### src/hw/lgv_mem_pkg.sv
`default_nettype none

package lgv_mem_pkg;

	// RAM region start in the 32-bit address space
	localparam logic [31:0] RAM_BASE = 32'h2000_0000;

	// Doubleword index width, 1024 x 8 bytes
	localparam int RAM_ADDR_WIDTH = 10;

	// Byte address bits covered by the RAM region
	localparam int RAM_BYTE_BITS = RAM_ADDR_WIDTH + 3;

	// Access width of a load or store
	typedef enum logic [1:0] {
		SZ_BYTE,
		SZ_HALF,
		SZ_WORD,
		SZ_DWORD
	} mem_size_e;

endpackage

`default_nettype wire

### src/hw/lgv_isa_pkg.sv
`default_nettype none

package lgv_isa_pkg;

	// Datapath width
	localparam int XLEN = 64;

	// Hardwired zero register
	localparam logic [4:0] REG_ZERO = 5'd31;

	// ALU function select
	typedef enum logic [2:0] {
		ALU_AND,
		ALU_ORR,
		ALU_EOR,
		ALU_ADD,
		ALU_SUB,
		ALU_LSL,
		ALU_LSR,
		ALU_PASS_B
	} alu_op_e;

	// Data bus source
	typedef enum logic [1:0] {
		DS_ALU,
		DS_REG_B,
		DS_PC,
		DS_MEM
	} data_src_e;

	// Address bus source
	typedef enum logic {
		AS_ALU,
		AS_PC
	} addr_src_e;

	// Program counter operation
	typedef enum logic [1:0] {
		PC_HOLD,
		PC_INCR,
		PC_LOAD_A,
		PC_BRANCH
	} pc_op_e;

	// Constant generator mode
	typedef enum logic [1:0] {
		CG_ZERO_EXT,
		CG_SIGN_EXT,
		CG_SHIFT16
	} const_mode_e;

	typedef struct packed {
		logic n;
		logic z;
		logic c;
		logic v;
	} flags_t;

	// One decoded micro-instruction
	typedef struct packed {
		logic [4:0]              da;
		logic [4:0]              sa;
		logic [4:0]              sb;
		logic                    rw;
		logic                    b_sel;
		alu_op_e                 fs;
		logic                    c0;
		logic                    sl;
		logic                    il;
		data_src_e               ds;
		addr_src_e               as;
		pc_op_e                  ps;
		const_mode_e             cgs;
		logic                    mw;
		lgv_mem_pkg::mem_size_e  size;
		logic [15:0]             imm;
	} ctrl_word_t;

	// Per-word result as seen after completion
	typedef struct packed {
		logic [XLEN-1:0] data;
		logic [31:0]     addr;
		flags_t          flags;
		flags_t          status;
		logic [31:0]     pc;
	} dp_result_t;

endpackage

`default_nettype wire

### src/hw/lgv_pc_unit.sv
`timescale 1ns/1ps
`default_nettype none

module lgv_pc_unit (
	input  wire logic                          clock,
	input  wire logic                          arst_n,
	input  wire logic                          advance,
	input  wire lgv_isa_pkg::pc_op_e           ps,
	input  wire logic [lgv_isa_pkg::XLEN-1:0]  load_val,
	input  wire logic [lgv_isa_pkg::XLEN-1:0]  offset,
	output logic [31:0]                        pc
);

	import lgv_isa_pkg::*;

	logic [31:0] pc_next;

	// Next PC per operation select
	always_comb begin
		unique case (ps)
			PC_HOLD: begin
				pc_next = pc;
			end
			PC_INCR: begin
				pc_next = pc + 32'd4;
			end
			PC_LOAD_A: begin
				pc_next = load_val[31:0];
			end
			PC_BRANCH: begin
				// Offset already scaled to bytes
				pc_next = pc + offset[31:0];
			end
			default: begin
				pc_next = pc;
			end
		endcase
	end

	// Only moves on the edge a word completes
	always_ff @(posedge clock or negedge arst_n) begin
		if (!arst_n) begin
			pc <= '0;
		end else if (advance) begin
			pc <= pc_next;
		end
	end

endmodule

`default_nettype wire

### config.mk
export PLATFORM = sky130hd
export DESIGN_NAME = lgv_pc_unit
export DESIGN_NICKNAME = d
export VERILOG_FILES = /design/src/hw/lgv_mem_pkg.sv /design/src/hw/lgv_isa_pkg.sv /design/src/hw/lgv_pc_unit.sv
export SDC_FILE = /design/constraint.sdc
export NUM_CORES = 1
export LEC_CHECK = 0
export ABC_CLOCK_PERIOD_IN_PS = 4050
export BUFFER_PORTS_ARGS = -buffer_cell sky130_fd_sc_hd__clkbuf_2
export CAP_MARGIN = 5
export CELL_PAD_IN_SITES_DETAIL_PLACEMENT = 1
export CELL_PAD_IN_SITES_GLOBAL_PLACEMENT = 1
export CORE_ASPECT_RATIO = 1.1
export CORE_MARGIN = 10
export CORE_UTILIZATION = 25
export CTS_CLUSTER_SIZE = 14
export DETAILED_ROUTE_END_ITERATION = 10
export PLACE_DENSITY_LB_ADDON = 0.15
export SLEW_MARGIN = 20
export SYNTH_ARGS = -nofsm -noshare
export SYNTH_HDL_FRONTEND = slang
export SYNTH_SLANG_ARGS = --single-unit
### constraint.sdc
create_clock -name clock -period 4.05 [get_ports clock]
set_input_delay 0.405 -clock clock [delete_from_list [all_inputs] [get_ports clock]]
set_output_delay 0.405 -clock clock [all_outputs]
set_load 0.01 [all_outputs]
==> Yosys cells after proc, flatten, opt, wreduce, memory -nomap -nowiden <==
Cells that the tools add are included.
{ "totals": {"in_bits": 133, "out_inout_bits": 32, "word_cells": 10, "reg_bits": 32} }
{ "classes": {"bitwise": 1, "eq_ne": 3, "reduce_logical": 2, "n_mux": 1, "add_sub_neg": 2} }
{ "ops": {"columns": ["operator", "count"], "rows": [
  ["$pmux W32 S3", 1],
  ["$add A32 B3 Y32 const B", 1],
  ["$add A32 B32 Y32", 1],
  ["$eq A2 B2 Y1 const B", 2],
  ["$eq A2 B1 Y1 const B", 1],
  ["$logic_not A2 Y1", 1],
  ["$reduce_and A2 Y1", 1],
  ["$not A1 Y1", 1]
]} }

==> Depth between registers and ports, before layout <==
{ "logic_depth": {"word_depth": 3, "mapped_depth": 11, "mapped_depth_nobuf": 11} }

==> Least setup slack after synthesis <==
OpenSTA, ideal clock, no wires.
{ "synth_path": {"path_kind": "register to register", "start": "register pc[0]", "end": "register pc[22]", "t_arrival_ns": 2.491, "t_required_ns": 3.929, "period_less_slack_ns": 2.612, "setup_time_ns": 0.121, "path_buffers": 0, "slack_ns": 1.438, "stages_incl_launch_ff": 12, "cell_sequence": "dfrtp_1 > ha_1 > inv_1 > fa_1 > nand2b_1 > a21oi_1 > o211ai_1 > a311oi_1 > nor2_1 > xnor2_1 > a221o_1 > o22a_1"} }
{ "synth_between": {"elab_chain_cells": 2, "elab_cells_between_ends": 3, "classes_between": "2 x add/sub; 1 x mux"} }
{ "synth_lines": {"columns": ["element", "line_no", "rtl"], "rows": [
  ["start: declaration", "lgv_pc_unit.sv:11", "output logic [31:0] pc"],
  ["start signal: assignment", "lgv_pc_unit.sv:45", "pc <= pc_next;"],
  ["$add A32 B32 Y32 / $add A32 B3 Y32 (equally long branches)", "lgv_pc_unit.sv:32, lgv_pc_unit.sv:25", null],
  ["$pmux W32 S3 (*)", "lgv_pc_unit.sv:20", "unique case (ps)"]
]} }
Mark *: on every way between the ends. The rest lies on a longest branch, timed or not.
A chain may end at the register's enable or synchronous reset.

==> Worst setup path after layout <==
{ "layout_path": {"start": "register pc[0]", "end": "register pc[30]"} }
The elaborated chain is that of the path after synthesis.

==> metrics.cfg <==
[cts]
clock_insertion_delay_worst_skew_ns=0.29
clock_path_buffers=2
path_clk_slew_ns=0.06
cts_root_buf=clkbuf_16
cts_hold_buf=0
cts_made_buffers=5
cts_setup_buffers=0
clkSinkCount=32
h-tree-depth=2
cts_tree=built
cts-resized-gates=0

[place]
place_area_sq_mm=0.00489
dp_hpwl_mm=13.6
place.port_buffers=100
gp_congestion=0.848

[sta]
slew_headroom_pct=35.7
setup-tns-final_ns=0
setup_viol=0
worst_pin_slew_ns=0.965
hold_viol=0
slew_violations=0
fmax_mhz=311
period_minus_slack_ns=3.21
fin_skew_ns=0.00570
finalCritPeriodShare_pct=79.3
rsz0062_at_grt=no

[route]
ant_nets=0
drtIter0Drc=246
drt_wl_total_mm=17.3
post_drt_wl_per_cell_um=20.4
vias=4711
drt_first_pass_iters=4
viasPerCell=5.53
drc=0

[power_and_ir_drop]
peakVddDrop_mv=0.158
power_leakage_nw=2.30
pwr_density_cell_mw_per_mm2=501

[synth]
avgSynthCellArea_sq_um=7.54
seq_area_frac_synth_pct=19.2
ys_warn_count=0
syn-instance-count=553
synthArstFlopShare_pct=100
post-synth-top-area-cell=dfrtp_1
synth_nets=719
ys.flop_type=dfrtp_1
synth_cell_type_count=72
synth_top_area_share_pct=19.2
ys_ff_latch=32
synth.cell_area_sq_mm=0.00417
synth_edf_count=0
synth_area_leaders=dfrtp_1 19%, ha_1 9.6%, a21oi_1 8.0%

[grt]
grt_max_degree=44
antenna_found_initial=0
grt_first_pass_wirelength_mm=27.5
grt_usage_pct=15.5
grt_pass1_vias=5031
grt.overflow.total=0

[critical_path]
cp.arrival_ns=3.43
rr_endpoint=pc[30]
setup.worst_path.end=pc[30]
reg2regPathDepth=12
crit_start=pc[0]
start_kind=flip-flop
r2r_slack_ns=0.84
worstPathCellList=ha_1 > inv_1 > fa_1 > nand2b_1 > a21oi_1 > o211ai_1 > a311oi_1 > buf_4 > o21ai_0 > a21boi_0 > mux2_2 > nand3_1
crit_slowest_cell=dfrtp_1
critPathMaxFanout=4
crit_required_ns=4.27
worstSetupPathType=reg -> reg
slowest_delay_ns=0.37
end_kind=flip-flop
r2r_start=pc[0]

[finish]
top_regs=pc x32
area_growth_pct=20.8
diodes=0
seqCellArea_sq_um=801
nets=813
multi_input_area_sq_mm=0.00319
largest_reg_flops=32
layout-drive-gt1-share_pct=20.7
fillers=2034
largest_register=pc
postLayoutCellArea_sq_mm=0.00504

[floorplanning]
die_h_um=155
pin_count=165
core_area_sq_mm=0.0164
die_w_um=143
num_rows=49
die_area_sq_mm=0.0223
start_util_pct=25.5

[outcome]
status=finished, final reports clean

[hold_path]
hp-class=in -> async

[job]
drv_cap=0

## layer usage
metal	vias up	track usage, %	routed length [um]
met5	-	0	0
met4	0	3.44	210
met3	14	2.56	890
met2	96	26.7	8350
met1	2310	19.6	7890
li1	2291	-	-
## metrics by stage
step	power (mW)	setup slack, ns	std cells	utilization [%]	hold WS (ns)
6_report	2.53	0.838	852	30.8	0.267
5_1_grt	2.75	0.564	852	30.8	0.351
4_1_cts	2.55	0.775	852	30.8	0.304
3_5_place_dp	2.14	0.698	844	29.9	0.525
3_3_place_gp	2.11	0.650	844	29.9	0.499
2_1_floorplan	1.62	1.44	553	-	0.109
## area by class of cell
| class | count | area share [%] |
|---|---|---|
| clock buffer | 8 | 2.91 |
| inverter | 17 | 1.27 |
| multi-input combinational | 480 | 63.3 |
| sequential | 32 | 15.9 |
| tap | 204 | 5.07 |
| timing repair buffer | 111 | 11.6 |
## critical path, delay by kind of cell (launching register included)
family                   cells  cell delay (ns)
buffers and inverters        2             0.25
adder cells (fa/ha/maj)      2             0.55
AO/OA/AOI/OAI                5             1.35
AND/OR/NAND/NOR              2             0.27
multiplexers                 1             0.37
flip-flops                   1             0.37
## how the worst min path moves through the flow
stage             to  slack [ns]  cells past startpoint
3_5_place_dp   pc[0]        0.52                      2
4_1_cts        pc[1]        0.30                      1
6_report       pc[1]        0.27                      1
2_1_floorplan  pc[0]        0.11                      0
5_1_grt        pc[1]        0.35                      1
3_3_place_gp   pc[0]        0.50                      2
## cells by family after synthesis
group / Yosys count / share of synthesized area (%)
xor+xnor: 32 / 6.72
buf+inv: 41 / 4.38
simple gates: 174 / 21.2
fa+ha+maj: 33 / 10.1
compound gates: 228 / 35.2
mux: 13 / 3.24
flops: 32 / 19.2
## cell usage after synthesis (3+ instances only)
library cell and instances:
buf_1 3, a31oi_1 13, a21oi_1 67, ha_1 32
mux2i_1 9, clkbuf_1 16, a21o_1 30, mux2_2 4
nor3_1 5, and3_1 11, o32a_1 5, o22ai_1 7
inv_1 15, nand3_1 22, nand2b_1 4, a22oi_1 3
nand4_1 6, o21bai_1 3, nor2_1 56, o32ai_1 3
a211oi_1 6, o211ai_1 7, o21ai_0 44, o221ai_1 7
nand2_1 45, xor2_1 16, dfrtp_1 32, xnor2_1 16
a221oi_1 3, a32oi_1 3, o21a_1 3, nor4_1 3
## placed cells by master (no fill, tap or decap), types with 22 or more instances in the layout
cell type,Yosys,layout
clkbuf_2,0,100
a21oi_1,67,67
nor2_1,56,56
nand2_1,45,45
o21ai_0,44,44
ha_1,32,32
dfrtp_1,32,32
a21o_1,30,30
nand3_1,22,22
## where the power goes
part / leakage [nW] / internal (mW) / switching (mW) / total [mW]
Clock: 0.0712 / 0.246 / 0.152 / 0.397
Sequential: 0.369 / 0.410 / 0.197 / 0.607
Combinational: 1.86 / 0.647 / 0.874 / 1.52
Note: power is estimated with default switching activity, not from simulation.
